**config.mk**
```make
export PLATFORM = sky130hd
export DESIGN_NAME = card_bus_top
export DESIGN_NICKNAME = d
export VERILOG_FILES = /design/src/verilog/pbus_pkg.sv /design/src/verilog/cmd_pkg.sv /design/src/verilog/bus_fifo.sv /design/src/verilog/card_bus_top.sv /design/src/verilog/cmd_sequencer.sv /design/src/verilog/phase_bus_engine.sv /design/src/verilog/response_gather.sv
export SDC_FILE = /design/constraint.sdc
export NUM_CORES = 1
export LEC_CHECK = 0
export ABC_AREA = 1
export BUFFER_PORTS_ARGS = -buffer_cell sky130_fd_sc_hd__clkbuf_2
export CELL_PAD_IN_SITES_DETAIL_PLACEMENT = 1
export CELL_PAD_IN_SITES_GLOBAL_PLACEMENT = 1
export CORE_AREA = 2 2 170 297
export CTS_BUF_LIST = sky130_fd_sc_hd__clkbuf_16
export CTS_CLUSTER_DIAMETER = 60
export DETAILED_ROUTE_END_ITERATION = 10
export DIE_AREA = 0 0 172 299
export GPL_TIMING_DRIVEN = 0
export PLACE_DENSITY = 0.66
export SYNTH_ARGS = -nofsm -noshare
export SYNTH_HDL_FRONTEND = slang
export SYNTH_HIERARCHICAL = 1
export SYNTH_SLANG_ARGS = --single-unit
```
**constraint.sdc**
```tcl
create_clock -name clock -period 5.77 [get_ports clock]
set_clock_uncertainty 0.2 [all_clocks]
set_input_delay 1.154 -clock clock [delete_from_list [all_inputs] [get_ports clock]]
set_output_delay 1.154 -clock clock [all_outputs]
set_load 0.05 [all_outputs]
```
**src/verilog/pbus_pkg.sv**
```systemverilog
`default_nettype none

package pbus_pkg;

    // Card select code on the backplane
    typedef logic [3:0] board_t;

    localparam board_t BOARD_NONE = 4'd0; // Idle value after reset
    localparam board_t BOARD_1    = 4'd1;
    localparam board_t BOARD_2    = 4'd2;
    localparam board_t BOARD_3    = 4'd3;
    localparam board_t BOARD_4    = 4'd4;
    localparam board_t BOARD_ALL  = 4'd5; // Broadcast, every card latches

    // Register port on a card
    typedef logic [2:0] port_t;

    localparam port_t PORT_MUX      = 3'd3; // Analog mux channel latch
    localparam port_t PORT_ADC_HIGH = 3'd6;
    localparam port_t PORT_ADC_LOW  = 3'd7;

    typedef enum logic [1:0] {
        STEP_WRITE  = 2'd0,
        STEP_READ   = 2'd1,
        STEP_STROBE = 2'd2  // Write pulse, data bus left undriven
    } step_kind_t;

    // One single bus access
    typedef struct packed {
        step_kind_t kind;
        board_t     board;
        port_t      port;
        logic [7:0] data;  // Write byte, zero for reads and strobes
        logic       last;  // Final step of its command
    } bus_step_t;

    localparam int WAIT_CYCLES_DEFAULT = 21; // ~750 ns slot at 27 MHz

endpackage

`default_nettype wire

```
**src/verilog/cmd_pkg.sv**
```systemverilog
`default_nettype none

package cmd_pkg;

    typedef enum logic [1:0] {
        CMD_WRITE4 = 2'd0,
        CMD_READ4  = 2'd1,
        CMD_ADC4   = 2'd2
    } cmd_kind_t;

    localparam int RESP_BYTES = 8; // adc4 returns high and low per card

    // Host request, data[0] doubles as the mux channel for adc4
    typedef struct packed {
        cmd_kind_t       kind;
        pbus_pkg::port_t port;
        logic [3:0][7:0] data;
    } cmd_req_t;

    // Response, bytes past count are zero
    typedef struct packed {
        logic [3:0]      count;
        logic [7:0][7:0] bytes;
    } cmd_resp_t;

    // Number of bytes a command reads back
    function automatic logic [3:0] resp_count(cmd_kind_t kind);
        case (kind)
            CMD_READ4: return 4'd4;
            CMD_ADC4:  return 4'd8;
            default:   return 4'd0;
        endcase
    endfunction

endpackage

`default_nettype wire

```
**src/verilog/bus_fifo.sv**
```systemverilog
`timescale 1ns/1ps
`default_nettype none

module bus_fifo #(
    parameter type payload_t = logic [7:0],
    parameter int  DEPTH     = 4
) (
    input  wire logic     clock,
    input  wire logic     rst_n,
    input  wire logic     push,
    input  wire payload_t wdata,
    output      logic     full,
    input  wire logic     pop,
    output      payload_t rdata,
    output      logic     empty
);

    localparam int AW = $clog2(DEPTH);

    payload_t      mem [DEPTH];
    logic [AW:0]   wr_ptr;  // MSB is the wrap bit
    logic [AW:0]   rd_ptr;
    logic          do_push;
    logic          do_pop;

    assign do_push = push && !full;
    assign do_pop  = pop && !empty;

    // Same index, opposite lap means full
    assign empty = wr_ptr == rd_ptr;
    assign full  = (wr_ptr[AW] != rd_ptr[AW]) && (wr_ptr[AW-1:0] == rd_ptr[AW-1:0]);

    assign rdata = mem[rd_ptr[AW-1:0]]; // Head visible without a pop

    always_ff @(posedge clock) begin
        if (!rst_n) begin
            wr_ptr <= '0;
            rd_ptr <= '0;
        end else begin
            if (do_push) wr_ptr <= wr_ptr + 1'b1;
            if (do_pop)  rd_ptr <= rd_ptr + 1'b1;
        end
    end

    always_ff @(posedge clock) begin
        if (do_push) mem[wr_ptr[AW-1:0]] <= wdata;
    end

    initial begin
        a_depth: assert (DEPTH >= 2 && (DEPTH & (DEPTH - 1)) == 0)
            else $fatal(1, "DEPTH must be a power of two, at least 2");
    end

    // A push refused by full has to be offered again unchanged
    a_no_overflow: assert property (
        @(posedge clock) disable iff (!rst_n)
        push && full |=> push && $stable(wdata)
    ) else $error("push lost while full");

    a_no_underflow: assert property (
        @(posedge clock) disable iff (!rst_n) pop |-> !empty
    ) else $error("pop while empty");

endmodule

`default_nettype wire

```
**src/verilog/card_bus_top.sv**
```systemverilog
`timescale 1ns/1ps
`default_nettype none

module card_bus_top #(
    parameter int WAIT_CYCLES = pbus_pkg::WAIT_CYCLES_DEFAULT,
    parameter int STEP_DEPTH  = 4,
    parameter int READ_DEPTH  = 8   // Holds a full adc4 result
) (
    input  wire logic               clock,
    input  wire logic               rst_n,
    input  wire logic               start,
    input  wire cmd_pkg::cmd_req_t  cmd,
    output      logic               busy,
    output      logic               done,
    output      cmd_pkg::cmd_resp_t resp,
    output      pbus_pkg::board_t   board,
    output      pbus_pkg::port_t    addr,
    output      logic               rd_n,
    output      logic               wr_n,
    output      logic [7:0]         data_out,
    input  wire logic [7:0]         data_in,
    output      logic               data_dir
);

    import pbus_pkg::*;

    bus_step_t  seq_step;
    bus_step_t  head_step;
    logic       step_push, step_full, step_pop, step_empty;
    logic       rd_push, rd_pop, rd_empty;
    logic [7:0] rd_data, rd_byte;
    logic       cmd_end;

    cmd_sequencer u_seq (
        .clock, .rst_n, .start, .cmd, .busy,
        .step_push, .step(seq_step), .step_full,
        .cmd_done(done)                          // Gatherer closes the command
    );

    bus_fifo #(.payload_t(bus_step_t), .DEPTH(STEP_DEPTH)) u_step_fifo (
        .clock, .rst_n,
        .push(step_push), .wdata(seq_step), .full(step_full),
        .pop(step_pop), .rdata(head_step), .empty(step_empty)
    );

    phase_bus_engine #(.WAIT_CYCLES(WAIT_CYCLES)) u_engine (
        .clock, .rst_n,
        .step_pop, .step(head_step), .step_empty,
        .board, .addr, .rd_n, .wr_n, .data_dir, .data_out, .data_in,
        .rd_push, .rd_data, .cmd_end
    );

    bus_fifo #(.payload_t(logic [7:0]), .DEPTH(READ_DEPTH)) u_read_fifo (
        .clock, .rst_n,
        .push(rd_push), .wdata(rd_data), .full(),
        .pop(rd_pop), .rdata(rd_byte), .empty(rd_empty)
    );

    response_gather u_gather (
        .clock, .rst_n, .start, .kind(cmd.kind),
        .rd_pop, .rd_byte, .rd_empty, .cmd_end, .done, .resp
    );

endmodule

`default_nettype wire

```
**src/verilog/cmd_sequencer.sv**
```systemverilog
`timescale 1ns/1ps
`default_nettype none

module cmd_sequencer (
    input  wire logic                clock,
    input  wire logic                rst_n,
    input  wire logic                start,
    input  wire cmd_pkg::cmd_req_t   cmd,
    output      logic                busy,
    output      logic                step_push,
    output      pbus_pkg::bus_step_t step,
    input  wire logic                step_full,
    input  wire logic                cmd_done
);

    import pbus_pkg::*;
    import cmd_pkg::*;

    cmd_req_t   cmd_q;    // Command under expansion
    logic [3:0] step_idx; // Index into the step list, adc4 runs 0..9
    logic [3:0] adc_idx;  // Read index within adc4

    logic accept;
    assign accept = start && !busy; // Start while busy is dropped

    always_ff @(posedge clock) begin
        if (!rst_n) begin
            busy      <= 1'b0;
            step_push <= 1'b0;
            step_idx  <= '0;
        end else begin
            if (accept) begin
                busy      <= 1'b1;
                step_push <= 1'b1;
                step_idx  <= '0;
            end else begin
                if (step_push && !step_full) begin // Step taken by FIFO
                    if (step.last)
                        step_push <= 1'b0;
                    else
                        step_idx <= step_idx + 4'd1;
                end
                if (cmd_done) busy <= 1'b0; // Gatherer finished
            end
        end
    end

    always_ff @(posedge clock) begin
        if (accept) cmd_q <= cmd;
    end

    // Step decode from latched command and index
    always_comb begin
        adc_idx = step_idx - 4'd2; // Skips mux write and convert pulse
        step    = '0;
        case (cmd_q.kind)
            CMD_WRITE4: begin
                step.kind  = STEP_WRITE;
                step.board = step_idx + 4'd1;      // Boards 1..4 in turn
                step.port  = cmd_q.port;
                step.data  = cmd_q.data[step_idx[1:0]];
                step.last  = step_idx == 4'd3;
            end
            CMD_READ4: begin
                step.kind  = STEP_READ;
                step.board = step_idx + 4'd1;
                step.port  = cmd_q.port;
                step.last  = step_idx == 4'd3;
            end
            default: begin
                if (step_idx == 4'd0) begin
                    step.kind  = STEP_WRITE;   // Mux channel to every card
                    step.board = BOARD_ALL;
                    step.port  = PORT_MUX;
                    step.data  = cmd_q.data[0];
                end else if (step_idx == 4'd1) begin
                    step.kind  = STEP_STROBE;  // Conversion start
                    step.board = BOARD_ALL;
                    step.port  = PORT_MUX;
                end else begin
                    // High then low byte per card
                    step.kind  = STEP_READ;
                    step.board = {2'b00, adc_idx[2:1]} + 4'd1;
                    step.port  = adc_idx[0] ? PORT_ADC_LOW : PORT_ADC_HIGH;
                    step.last  = step_idx == 4'd9;
                end
            end
        endcase
    end

    // Host must wait for done before the next command
    a_no_start_busy: assert property (
        @(posedge clock) disable iff (!rst_n) start |-> !busy
    ) else $error("start while busy");

    // Back-pressure holds the offered step
    a_step_hold: assert property (
        @(posedge clock) disable iff (!rst_n)
        step_push && step_full |=> step_push && $stable(step)
    ) else $error("step changed under full");

endmodule

`default_nettype wire

```
**src/verilog/phase_bus_engine.sv**
```systemverilog
`timescale 1ns/1ps
`default_nettype none

module phase_bus_engine #(
    parameter int WAIT_CYCLES = 21
) (
    input  wire logic                clock,
    input  wire logic                rst_n,
    output      logic                step_pop,
    input  wire pbus_pkg::bus_step_t step,
    input  wire logic                step_empty,
    output      pbus_pkg::board_t    board,
    output      pbus_pkg::port_t     addr,
    output      logic                rd_n,
    output      logic                wr_n,
    output      logic                data_dir,
    output      logic [7:0]          data_out,
    input  wire logic [7:0]          data_in,
    output      logic                rd_push,
    output      logic [7:0]          rd_data,
    output      logic                cmd_end
);

    import pbus_pkg::*;

    localparam int            CW        = $clog2(WAIT_CYCLES + 1);
    localparam logic [CW-1:0] SLOT_LAST = CW'(WAIT_CYCLES - 1);

    typedef enum logic [1:0] {
        IDLE,
        SETUP,   // Address settles with strobes high
        STROBE,  // rd_n or wr_n low
        RELEASE  // Strobes high while data is still held
    } state_t;

    state_t        state;
    logic [CW-1:0] slot_cnt;
    logic          slot_end;
    bus_step_t     step_q;   // Step in flight

    assign slot_end = slot_cnt == SLOT_LAST;

    // Take the head step only from idle
    assign step_pop = (state == IDLE) && !step_empty;

    // Sample the card on the last strobe cycle
    assign rd_push = (state == STROBE) && slot_end && (step_q.kind == STEP_READ);
    assign rd_data = data_in;

    always_ff @(posedge clock) begin
        if (!rst_n) begin
            state    <= IDLE;
            slot_cnt <= '0;
            board    <= BOARD_NONE;
            addr     <= '0;
            rd_n     <= 1'b1;
            wr_n     <= 1'b1;
            data_dir <= 1'b0;
            cmd_end  <= 1'b0;
        end else begin
            cmd_end <= 1'b0;
            if (state != IDLE)
                slot_cnt <= slot_end ? '0 : slot_cnt + 1'b1;

            case (state)
                IDLE: begin
                    if (!step_empty) begin
                        board    <= step.board;
                        addr     <= step.port;
                        data_dir <= step.kind == STEP_WRITE; // Strobe leaves bus free
                        state    <= SETUP;
                    end
                end
                SETUP: begin
                    if (slot_end) begin
                        wr_n  <= step_q.kind == STEP_READ;   // Low for write and strobe
                        rd_n  <= step_q.kind != STEP_READ;
                        state <= STROBE;
                    end
                end
                STROBE: begin
                    if (slot_end) begin
                        rd_n  <= 1'b1;
                        wr_n  <= 1'b1;
                        state <= RELEASE;
                    end
                end
                default: begin
                    if (slot_end) begin
                        data_dir <= 1'b0;        // Hand the bus back
                        cmd_end  <= step_q.last;
                        state    <= IDLE;
                    end
                end
            endcase
        end
    end

    always_ff @(posedge clock) begin
        if (step_pop) begin
            step_q   <= step;
            data_out <= step.data;
        end
    end

    a_strobe_excl: assert property (
        @(posedge clock) disable iff (!rst_n) !(!rd_n && !wr_n)
    ) else $error("rd_n and wr_n low together");

endmodule

`default_nettype wire

```
**src/verilog/response_gather.sv**
```systemverilog
`timescale 1ns/1ps
`default_nettype none

module response_gather (
    input  wire logic               clock,
    input  wire logic               rst_n,
    input  wire logic               start,
    input  wire cmd_pkg::cmd_kind_t kind,
    output      logic               rd_pop,
    input  wire logic [7:0]         rd_byte,
    input  wire logic               rd_empty,
    input  wire logic               cmd_end,
    output      logic               done,
    output      cmd_pkg::cmd_resp_t resp
);

    import cmd_pkg::*;

    cmd_kind_t       kind_q;
    logic            pending;  // Command open
    logic            ended;    // Engine finished the last step
    logic [3:0]      count;
    logic [7:0][7:0] bytes_q;
    logic            finish;

    assign rd_pop = !rd_empty;   // Drain as bytes arrive
    assign finish = ended && (count == resp_count(kind_q)) && !rd_pop;

    always_ff @(posedge clock) begin
        if (!rst_n) begin
            pending <= 1'b0;
            ended   <= 1'b0;
            count   <= '0;
            bytes_q <= '0;
            done    <= 1'b0;
        end else begin
            done <= 1'b0;
            if (start && !pending) pending <= 1'b1;
            if (rd_pop) begin
                bytes_q[count[2:0]] <= rd_byte; // Arrival order
                count               <= count + 4'd1;
            end
            if (cmd_end) ended <= 1'b1;
            if (finish) begin
                done    <= 1'b1;
                pending <= 1'b0;
                ended   <= 1'b0;
                count   <= '0;
                bytes_q <= '0;  // Unused bytes read back as zero
            end
        end
    end

    always_ff @(posedge clock) begin
        if (start && !pending) kind_q <= kind;
        if (finish) begin
            resp.count <= count;
            resp.bytes <= bytes_q;
        end
    end

    a_count_max: assert property (
        @(posedge clock) disable iff (!rst_n) count <= 4'(RESP_BYTES)
    ) else $error("response byte count over 8");

    a_end_open: assert property (
        @(posedge clock) disable iff (!rst_n) cmd_end |-> pending
    ) else $error("cmd_end without open command");

endmodule

`default_nettype wire
```
# == Yosys cells after proc, flatten, opt, wreduce, memory -nomap -nowiden ==
# Memories as Yosys holds them, arrays and structs flattened. A register that Yosys moved wholly into a read port is not among the register bits.
# Cells that the tools add are included.
# word_totals
ram_bits,136
regBits,227
n_memories,2
output_inout_bits,88
# classes
bitwise,5
n_reduce_logical,39
magnitude_cmp,3
muxes,43
add_sub_neg,9
n_eq_ne,21
# memory_table
name,words,word_bits,read_ports,rd_clocked_by_memory_dff,wr,line,rtl
u_step_fifo.mem,4,18,1,1,1,bus_fifo.sv:20,payload_t mem [DEPTH];
u_read_fifo.mem,8,8,1,1,1,bus_fifo.sv:20,
# op_table
op,n
$bwmux W64,1
$demux W8 S3,1
$mux W8,3
$mux W1,19
$mux W9,2
$pmux W9 S2,1
$add A4 B1 Y4 const B,4
$bmux W8 S2,1
$pmux W8 S2,1
$logic_and A1 B1 Y1,13
$mux W2,6
$reduce_bool A2 Y1,6
$eq A2 B1 Y1 const B,4
$eq A4 B4 Y1,2
$pmux W4 S2,1
$reduce_or A2 Y1,4
$add A3 B1 Y3 const B,2
$eq A3 B3 Y1,2
$logic_not A2 Y1,3
$mux W3,2
$ne A2 B1 Y1 const B,3
$pmux W1 S2,3
$pmux W2 S3,1
$reduce_and A2 Y1,3
21 further kinds,32

# == Depth between registers and ports, before layout ==
# Gate-level depths: netlist (run 1).
# logic_depth
depth_word,7
ltp_mapped,14
mapped_depth_nobuf,13

# == By module ==
# The synthesis (run 1) kept the hierarchy.
# modules_own_cells
mod,instances,cells_each,seq_area_each_um2,area_per_inst_um2
response_gather,1,475,3523.4,4989.8
bus_fifo (u_step_fifo),1,249,2322.2,3191.8
bus_fifo (u_read_fifo),1,259,2142.1,3128.0
cmd_sequencer,1,197,1231.2,2037.0
phase_bus_engine,1,125,690.7,1193.6

# == Worst setup path after synthesis (run 1) ==
# OpenSTA, ideal clock, no wires.
# synth_timing
kind,input to register
startpoint,in start
endpoint,reg u_seq.step_idx[0]
arrival_ns,3.225
slack_ns,2.232
setup_ns,0.113
cell_stages,5
n_path_buf,0
cell_sequence,inv_1 nor2_1 nor2_1 nand2_1 nor2_1
# synth_via
elab_chain_cells,2
# synth_rtl
item,line,rtl
start: declaration,card_bus_top.sv:11,"input wire logic start,"
$logic_and A1 B1 Y1,cmd_sequencer.sv:24,assign accept = start && !busy;
net u_seq.accept,cmd_sequencer.sv:23,logic accept;
$reduce_or A2 Y1 (no source line),--,
end signal: assignment,cmd_sequencer.sv:41,step_idx <= step_idx + 4'd1;
end: declaration,cmd_sequencer.sv:20,logic [3:0] step_idx;
# The timed path passes the listed nets, and every way through them passes these cells.
# A chain may end at the register's enable or synchronous reset.

# == Worst setup path in the final report (run 1) ==
# layout_timing
startpoint,reg u_read_fifo.wr_ptr[0]
endpoint,"reg, netlist name u_gather/resp[49]"
# layout_via
elab_chain_cells,2
# layout_rtl
item,line,rtl
start: declaration,bus_fifo.sv:21,logic [AW:0] wr_ptr;
start signal: assignment,bus_fifo.sv:40,if (do_push) wr_ptr <= wr_ptr + 1'b1;
$eq A4 B4 Y1,bus_fifo.sv:30,assign empty = wr_ptr == rd_ptr;
net rd_empty,card_bus_top.sv:30,"logic rd_push, rd_pop, rd_empty;"
$logic_and A1 B1 Y1,response_gather.sv:27,assign finish = ended && (count == resp_count(kind_q)) && !rd_pop;
net u_gather.finish,response_gather.sv:24,logic finish;
# The timed path passes the listed nets, and every way through them passes these cells.

==> metrics.txt, run 1 <==
Syn Nets=1,371; Setup TNS=0 ps; gr ovfl total=0; Post-Place Worst Slack=2640 ps; Rel. slew slack=32.2%; Critical Path End Type=flop; FP Rows=108; dpl cell area=0.0161 mm^2; total global routing track utilization=13.7%; Die Wd=172 um; Vias=9,653; measured slew at the worst slew-check pin=1010 ps; PortBufs=127; clk buf depth=3; IO Pins=136; largest net degree at the start of global routing=39; Max rail drop VDD=0.268 mV; Mapped Cells=1,304; clk sinks=368; critical path required time=5800 ps; clk_lat worst skew=550 ps; fin util=35.2%; drt pass-1 iters=4; cts repair resizes=0; CTS tree=yes; LEAKAGE=0.00625 uW; vias in the first global route=10,264; global-route wire length before repair=54,500 um; vias per std cell=4.47; Post-Syn Area=0.0145 mm^2; Max H-tree Level=2; core box area=0.0492 mm^2; final hold vios=0; final number of setup-violating endpoints=0; CTS Hold Bufs=0; post-layout min period=3110 ps; initial antenna violation count=1; design area=0.0173 mm^2; Setup CP Type=reg2reg; die footprint=0.0514 mm^2; WL/cell=16.2 um; number of CTS-inserted buffers=35; part of the cycle the worst path needs=53.9%; WP data arrival=3140 ps; status=finished, final reports clean; unrepaired setup endpoints after global routing=false; gpl congestion=0.771; synthesis warning total=6; layout cells sized above 1=19.5%; CP Launch Type=flop; post-CTS setup repair buffer count=0; fin nets=1,540; clk slew on worst S/H paths=70 ps; P&R area growth vs syn=19.1%; HPWL after DPL=26,100 um; Max-Cap Viols=0; drt total wl=35,000 um; DR DRC count=0; power density over cell area=373 mW/mm^2; initial core utilization=29.6%; pins over their slew limit=0; Root Driver=clkbuf_16; die height=299 um; Worst Path Max Fanout=38; HP Class=reg2reg; Starting DRT DRC Count=389; fmax=322 MHz; final antenna-violating net count=0; Setup WS post-layout=2660 ps; post-synthesis area per instance=11.1 um^2
[cell usage in the layout (no fill, tap or decap), types with 15 or more instances in the layout]
cell type  count
clkbuf_2     128
nand2_1      198
o21ai_1       20
clkbuf_16     35
dfxtp_1      114
nand2_2       15
a21oi_1       19
nor2_1       213
mux2i_1       17
nand3_1       19
ha_1          19
buf_4         20
edfxtp_1     254
o21ai_0      124
inv_1        148
o22ai_1       37
[worst max-delay path, stage by stage, from the launching register on]
cell and delay (ps):
dfxtp_1 460, nand2_1 100, nand2_2 110, and2_4 150
nand2_4 90, inv_1 230, inv_2 150, nor2_1 130
nand2_1 60, nor2_1 90, nand2_1 140, inv_2 560
buf_12 290
[worst paths after layout]
check	from	to	slack [ps]	depth (start not counted)
worst min register to register	u_gather/bytes_q[51]$_SDFFE_PP0P_	u_gather/resp[51]$_DFFE_PP_	230	0
worst min-delay path	u_gather/bytes_q[51]$_SDFFE_PP0P_	u_gather/resp[51]$_DFFE_PP_	230	0
worst max-delay path	u_read_fifo/wr_ptr[0]$_SDFFE_PN0P_	u_gather/resp[49]$_DFFE_PP_	2660	12
worst max register to register	u_read_fifo/wr_ptr[0]$_SDFFE_PN0P_	u_gather/resp[49]$_DFFE_PP_	2660	12
[cell type report]
class / instances / area, um^2
Antenna cell: 1 / 2.50
Buffer: 50 / 377
Clock buffer: 35 / 876
Clock inverter: 28 / 319
Fill cell: 5523 / 31900
Inverter: 155 / 584
Multi-Input combinational cell: 731 / 3680
Sequential cell: 368 / 9910
Tap cell: 660 / 826
Timing Repair Buffer: 132 / 733
[stage by stage]
step	total power (uW)	hold slack, ps	instances
after detailed placement	4140	218	2096
final	6450	231	2160
after global routing	6730	241	2160
after floorplan	3810	209	1304
after CTS	6550	234	2159
after global placement	4100	213	2091
[registers in the layout (all words and copies together) (netlist names), 4 cells and up, named ones only]
register,flops
u_engine/slot_cnt,5
u_seq/cmd_q,37
u_seq/step_idx,4
u_engine/board,4
u_gather/bytes_q,64
u_engine/data_out,8
u_read_fifo/rd_ptr,4
u_step_fifo/mem,72
u_read_fifo/wr_ptr,4
u_gather/count,4
u_gather/resp,68
u_read_fifo/mem,64
[routing by layer]
layer,track usage (%),vias up,share of wire (%)
li1,-,4682,-
met1,13.1,4682,36
met2,28.0,216,57
met3,2.26,73,3.9
met4,5.58,0,3.5
met5,0,-,0
[report_power, final]
part	total (uW)	leakage (uW)	internal, uW	switching, uW
Clock	2380	0.000585	1360	1030
Sequential	3050	0.00311	2980	65.8
Combinational	1020	0.00256	277	741
No activity file was read; power rests on OpenSTA's default activity.
==> inputs of run 2 (changes only) <==
- clock period: 5.77 -> 3.2 ns (I/O delays scaled with it)
==> run 2 against run 1 <==
Effect of this change: non-clock buffer count decreased by 1; final cell count increased by 0.23%; clock power increased by 82%; global-route usage increased by 0.13 points; sequential power increased by 80%; fmax increased by 3.0%; sequential share of layout area decreased by 0.11 points; count of clock-buffer cells in the layout increased by 2; core utilization increased by 0.079 points; first-iteration DRC count increased by 4.1%; worst hold slack got worse by 170 ps; via count decreased by 0.70%.
==> metrics.txt, run 2 (same netlist as run 1, synthesis figures left out) <==
FF-to-FF setup slack=180 ps (was 2660 ps); measured slew at the worst slew-check pin=961 ps (was 1010 ps); Largest register FFs=72 (unchanged); number of CTS-inserted buffers=37 (was 35); Crit path depth=6 (was 12); post-layout min period=3020 ps (was 3110 ps); most frequent cells in the layout=edfxtp_1 (254), nor2_1 (211), nand2_1 (197) (was edfxtp_1 (254), nor2_1 (213), nand2_1 (198)); clk sinks=368 (unchanged); WL/cell=16.1 um (was 16.2 um); drt pass-1 iters=4 (unchanged); layout cells sized above 1=19.8% (was 19.5%); die height=299 um (unchanged); crit-path most repeated cell=inv_1 (was nand2_1); vias per std cell=4.43 (was 4.47); clk_lat worst skew=550 ps (about the same); total global routing track utilization=13.9% (was 13.7%); pins over their slew limit=0 (unchanged); Setup TNS=0 ps (unchanged); clk slew on worst S/H paths=60 ps (was 70 ps); CP Cell Sequence=inv_1 > ha_1 > inv_1 > nor3_1 > nand3_2 > nor2_1 (was nand2_1 > nand2_2 > and2_4 > nand2_4 > inv_1 > inv_2 > nor2_1 > nand2_1 > nor2_1 > nand2_1 > inv_2 > buf_12); Starting DRT DRC Count=405 (was 389); fin nets=1,542 (was 1,540); part of the cycle the worst path needs=94.3% (was 53.9%); PortBufs=127 (unchanged); final hold vios=0 (unchanged); power density over cell area=672 mW/mm^2 (was 373 mW/mm^2); Root Driver=clkbuf_16 (unchanged); Vias=9,585 (was 9,653); Critical path origin=u_engine/state[0]$_SDFFE_PN0P_ (was u_read_fifo/wr_ptr[0]$_SDFFE_PN0P_); P&R area growth vs syn=19.3% (was 19.1%); Die Wd=172 um (unchanged); FP Rows=108 (unchanged); vias in the first global route=10,173 (was 10,264); CTS tree=yes (unchanged); Fill cells=5,553 (was 5,523); RR Startpoint=u_engine/state[0]$_SDFFE_PN0P_ (was u_read_fifo/wr_ptr[0]$_SDFFE_PN0P_); core box area=0.0492 mm^2 (unchanged); die footprint=0.0514 mm^2 (unchanged); Critical path buffers and inverters=2 (was 4); gpl congestion=0.768 (was 0.771); Worst path top cell family by delay=simple AND/OR/NAND/NOR gates (was buffers and inverters); LEAKAGE=0.00627 uW (was 0.00625 uW); WHS=61.5 ps (was 231 ps); HP Class=in2reg (was reg2reg); CP Launch Type=flop (unchanged); RR Endpoint=u_read_fifo/mem[0][2]$_DFFE_PP_ (was u_gather/resp[49]$_DFFE_PP_); final number of setup-violating endpoints=0 (unchanged); CP max stage cell=nor2_1 (was inv_2); initial core utilization=29.6% (unchanged); final antenna-violating net count=0 (unchanged); R2R cell count=6 (was 12); Worst Path Max Fanout=8 (was 38); HPWL after DPL=25,600 um (was 26,100 um); placed insts=2,095 (was 2,096); Setup CP Type=reg2reg (unchanged); fmax=331 MHz (was 322 MHz); IO Pins=136 (unchanged); slowest cell delay on critical path=770 ps (was 560 ps); DR DRC count=0 (unchanged); Critical Path End Type=flop (unchanged); Max H-tree Level=2 (unchanged); gr ovfl total=0 (unchanged); status=finished, final reports clean (unchanged); commonest non-fill, non-tap cell in the layout=edfxtp_1 (unchanged); Max-Cap Viols=0 (unchanged); critical path required time=3160 ps (was 5800 ps); clk buf depth=3 (unchanged); drt total wl=34,900 um (was 35,000 um); WP data arrival=2980 ps (was 3140 ps); largest net degree at the start of global routing=35 (was 39); global-route wire length before repair=54,700 um (was 54,500 um); post-CTS setup repair buffer count=0 (unchanged); post-route insts no fill=2,165 (was 2,160); initial antenna violation count=0 (was 1); Max rail drop VDD=0.495 mV (was 0.268 mV); Worst setup endpoint=u_read_fifo/mem[0][2]$_DFFE_PP_ (was u_gather/resp[49]$_DFFE_PP_); Rel. slew slack=35.7% (was 32.2%)
==> run 2: metal layers <==
layer / global-route usage [%] / vias to the layer above / part of all wire, %
met5: 0 / - / 0
met4: 5.68 / 0 / 3.6
met3: 1.95 / 64 / 3.6
met2: 28.4 / 218 / 57
met1: 13.3 / 4621 / 35
li1: - / 4682 / -
==> run 2: timing repair <==
action / in CTS / in global routing
setup endpoints to repair: 68 / 84
gates cloned: 1 / 0
resized for setup: 2 / 4
hold buffers: 0 / 0
pin swaps: 0 / 0
==> run 2: final cells by class <==
cell class	instances	area, um^2	area share (%)
Antenna cell	1	2.50	0.0144
Buffer	50	377	2.17
Clock buffer	37	926	5.34
Clock inverter	31	312	1.80
Inverter	155	588	3.39
Multi-Input combinational cell	731	3690	21.3
Sequential cell	368	9910	57.1
Tap cell	660	826	4.76
Timing Repair Buffer	131	708	4.08
Timing Repair inverter	1	7.51	0.0433
==> run 2: per-stage QoR <==
step	util, %	power, uW	setup WS [ps]	area [um^2]
floorplan	-	6870	156	14500
global placement	32.5	7390	-696	16000
detailed placement	32.7	7460	-503	16100
CTS	35.2	11800	70.0	17300
global route	35.3	12200	-2.03	17300
finish	35.3	11700	182	17300
==> run 2: worst min-delay path by stage <==
stage | startpoint | endpoint | slack [ps] | cells after the start
after global routing | cmd[34] | u_seq/cmd_q[34]$_DFFE_PP_ | 40 | 1
after global placement | u_gather/bytes_q[7]$_SDFFE_PP0P_ | u_gather/resp[7]$_DFFE_PP_ | 210 | 0
final | cmd[31] | u_seq/cmd_q[31]$_DFFE_PP_ | 60 | 1
after detailed placement | u_gather/bytes_q[51]$_SDFFE_PP0P_ | u_gather/resp[51]$_DFFE_PP_ | 220 | 0
after floorplan | u_gather/bytes_q[0]$_SDFFE_PP0P_ | u_gather/resp[0]$_DFFE_PP_ | 210 | 0
after CTS | cmd[31] | u_seq/cmd_q[31]$_DFFE_PP_ | 20 | 1
==> run 2: power breakdown <==
part | total [uW] | switching, uW | internal [uW] | leakage, uW
logic | 1820 | 1320 | 499 | 0.00254
registers | 5500 | 119 | 5380 | 0.00311
clock network | 4340 | 1920 | 2420 | 0.000618
total | 11700 | 3360 | 8300 | 0.00627
==> inputs of run 3 (changes only) <==
- ABC_AREA: 1 -> not set
- CELL_PAD_IN_SITES_DETAIL_PLACEMENT: 1 -> not set
- CELL_PAD_IN_SITES_GLOBAL_PLACEMENT: 1 -> not set
- CORE_AREA: 2 2 170 297 -> 2 2 171 299
- DIE_AREA: 0 0 172 299 -> 0 0 173 301
- PLACE_DENSITY: 0.66 -> 0.58
- clock period: 3.2 -> 3.4 ns (I/O delays scaled with it)
==> run 3 against run 2 <==
Effect of this change: combinational power down 13%; worst setup slack gained 49 ps; register-to-register slack better by 50 ps; sequential share of layout area down 0.89 points.
==> metrics.txt, run 3 <==
fin nets=1,162 (was 1,542); unrepaired setup endpoints after global routing=false; WL/cell=18.0 um (was 16.1 um); initial core utilization=29.9% (was 29.6%); Fill cells=4,830 (was 5,553); synthesis warning total=6 (unchanged); clk_lat worst skew=540 ps (was 550 ps); number of synthesized flops with an enable pin=254; Syn Nets=988 (was 1,371); Setup CP Type=reg2reg (unchanged); Root Driver=clkbuf_16 (unchanged); LEAKAGE=0.00599 uW (was 0.00627 uW); CP Launch Type=flop (unchanged); IO Pins=136 (unchanged); Max-Cap Viols=0 (unchanged); dpl cell area=0.0164 mm^2 (was 0.0161 mm^2); post-synthesis cell type count=71; fmax=316 MHz (was 331 MHz); drt total wl=32,000 um (was 34,900 um); Largest register FFs=72 (unchanged); Mapped Cells=921 (was 1,304); design area=0.0176 mm^2 (was 0.0173 mm^2); final hold vios=0 (unchanged); largest area contributor in the netlist=edfxtp_1; post-CTS setup repair buffer count=0 (unchanged); Worst setup endpoint=u_gather/resp[56]$_DFFE_PP_ (was u_read_fifo/mem[0][2]$_DFFE_PP_); Worst Path Max Fanout=21 (was 8); HP Class=in2reg (unchanged); RR Endpoint=u_gather/resp[56]$_DFFE_PP_ (was u_read_fifo/mem[0][2]$_DFFE_PP_); final number of setup-violating endpoints=0 (unchanged); most frequent cells in the layout=edfxtp_1 (254), clkbuf_2 (128), dfxtp_1 (114) (was edfxtp_1 (254), nor2_1 (211), nand2_1 (197)); register bit total from synthesis=368; initial antenna violation count=1 (was 0); gpl congestion=0.820 (was 0.768); status=finished, final reports clean (unchanged); CTS tree=yes (unchanged); Max H-tree Level=2 (unchanged); Sequential Area=0.00991 mm^2 (about the same); Critical path origin=u_read_fifo/wr_ptr[1]$_SDFFE_PN0P_ (was u_engine/state[0]$_SDFFE_PN0P_); Max rail drop VDD=0.429 mV (was 0.495 mV); PortBufs=127 (unchanged); Rel. slew slack=29.4% (was 35.7%); clk slew on worst S/H paths=60 ps (about the same); core box area=0.0495 mm^2 (was 0.0492 mm^2); commonest non-fill, non-tap cell in the layout=edfxtp_1 (unchanged); most numerous cell in the Yosys netlist=edfxtp_1; number of CTS-inserted buffers=37 (unchanged); post-synthesis area per instance=16.1 um^2 (was 11.1 um^2); worst hold stages=1 (unchanged); top cell type's share of synthesized area=51.6%; Starting DRT DRC Count=429 (was 405); drt pass-1 iters=4 (unchanged); R2R cell count=8 (was 6); die height=301 um (was 299 um); part of the cycle the worst path needs=93.2% (was 94.3%); vias per std cell=4.69 (was 4.43); Synth Flop Type=edfxtp_1; power density over cell area=616 mW/mm^2 (was 672 mW/mm^2); Die Wd=173 um (was 172 um); Post-synth top cells=edfxtp_1 (254), dfxtp_1 (114), mux2i_1 (82); Critical Path End Type=flop (unchanged); sequential share of the synthesized area=67.0%; area of the multi-input gates=0.00446 mm^2 (was 0.00369 mm^2); clk sinks=368 (unchanged); HPWL after DPL=22,900 um (was 25,600 um); largest net degree at the start of global routing=40 (was 35); final antenna-violating net count=0 (unchanged); WP data arrival=3180 ps (was 2980 ps); critical path required time=3410 ps (was 3160 ps); CTS Hold Bufs=0 (unchanged); FF-to-FF setup slack=230 ps (was 180 ps); P&R area growth vs syn=19.1% (was 19.3%); Power Total=10,900 uW (was 11,700 uW); Synth area leaders=edfxtp_1 (52%), dfxtp_1 (15%), mux2i_1 (5.5%); pins over their slew limit=0 (unchanged); post-layout min period=3170 ps (was 3020 ps); Vias=8,350 (was 9,585); clk buf depth=3 (unchanged); Post-Syn Area=0.0148 mm^2 (was 0.0145 mm^2); gr ovfl total=0 (unchanged); total global routing track utilization=12.3% (was 13.9%); RR Startpoint=u_read_fifo/wr_ptr[1]$_SDFFE_PN0P_ (was u_engine/state[0]$_SDFFE_PN0P_); DR DRC count=0 (unchanged); ant diodes=0 (was 1); FP Rows=108 (unchanged); vias in the first global route=8,741 (was 10,173); die footprint=0.0521 mm^2 (was 0.0514 mm^2); share of flip-flops with an asynchronous set or reset=0%; measured slew at the worst slew-check pin=1060 ps (was 961 ps); global-route wire length before repair=49,800 um (was 54,700 um); layout cells sized above 1=26.5% (was 19.8%)
-- run 3: changes by cell type in the layout (fill, tap and decap cells not counted), moves of 15 or more --
| cell | delta |
|---|---|
| inv_1 | -130 |
| mux4_1 | +19 |
| o21ai_0 | -115 |
| clkbuf_1 | +36 |
| a21oi_1 | -15 |
| o22ai_1 | -37 |
| o21ai_1 | -18 |
| nor2_1 | -196 |
| nand2_2 | -16 |
| a311oi_1 | +67 |
| mux4_2 | +23 |
| nand2_1 | -159 |
| mux2i_1 | +65 |
-- run 3: cell type report --
cell class,count,share of cell area [%]
Timing Repair Buffer,133,3.91
Multi-Input combinational cell,454,25.3
Sequential cell,368,56.3
Tap cell,660,4.69
Inverter,21,0.447
Buffer,80,2.44
Clock inverter,29,1.70
Clock buffer,37,5.26
-- run 3: metal layers --
layer / up-vias / routed length (um) / GRT usage, %
met4: 2 / 1090 / 5.21
met3: 56 / 1230 / 1.99
met1: 4112 / 11500 / 12.3
met2: 205 / 18200 / 24.8
li1: 3975 / - / -
met5: - / 16 / 0
-- run 3: worst min path at each step --
stage,start,end,slack [ps]
finish,cmd[31],u_seq/cmd_q[31]$_DFFE_PP_,110
global route,cmd[8],u_seq/cmd_q[8]$_DFFE_PP_,80
CTS,cmd[15],u_seq/cmd_q[15]$_DFFE_PP_,80
detailed placement,u_gather/bytes_q[32]$_SDFFE_PP0P_,u_gather/resp[32]$_DFFE_PP_,210
global placement,u_gather/bytes_q[16]$_SDFFE_PP0P_,u_gather/resp[16]$_DFFE_PP_,220
floorplan,u_gather/count[2]$_SDFFE_PP0N_,u_gather/resp[66]$_DFFE_PP_,200
-- run 3: logic make-up (layout without fill, tap and decap cells) --
kind of cell               Yosys count  in the layout  share of synthesized area (%)
xor gates and xnor gates            26             26                           1.59
DFF                                368            368                           67.0
muxes                              133            133                           13.1
and+or+nand+nor                    145            148                           5.99
buffers and inverters              102            300                           3.46
AOI/OAI and AO/OA                  128            128                           7.23
adders and majority gates           19             19                           1.61
-- run 3: metrics by stage --
stage          setup TNS (ps)  setup slack, ps  utilization, %  std cells  hold WS [ps]
3_3_place_gp           -44680             -495            32.9       1708           217
3_5_place_dp           -34350             -512            33.1       1714           215
4_1_cts                     0             48.0            35.6       1780          82.7
2_1_floorplan               0              151               -        921           203
6_report                    0              231            35.6       1782           114
5_1_grt                     0             9.76            35.6       1782          84.8
-- run 3: timing repair --
item                                    CTS  global route
pin swaps                                 1             0
gates resized for setup                   1             3
endpoints found under the setup margin   68            76
gates cloned                              1             2
-- run 3: where the power goes --
group	internal [uW]	switching, uW
Sequential	5060	123
Combinational	542	1040
Clock	2340	1750
Total	7940	2920
-- run 3: critical path, cell delays in order (launching register included) --
cell,delay (ps)
dfxtp_1,320
buf_6,140
xnor2_1,410
nand3_1,160
nor2_1,300
buf_2,300
and3_1,170
buf_2,380
and3_4,430
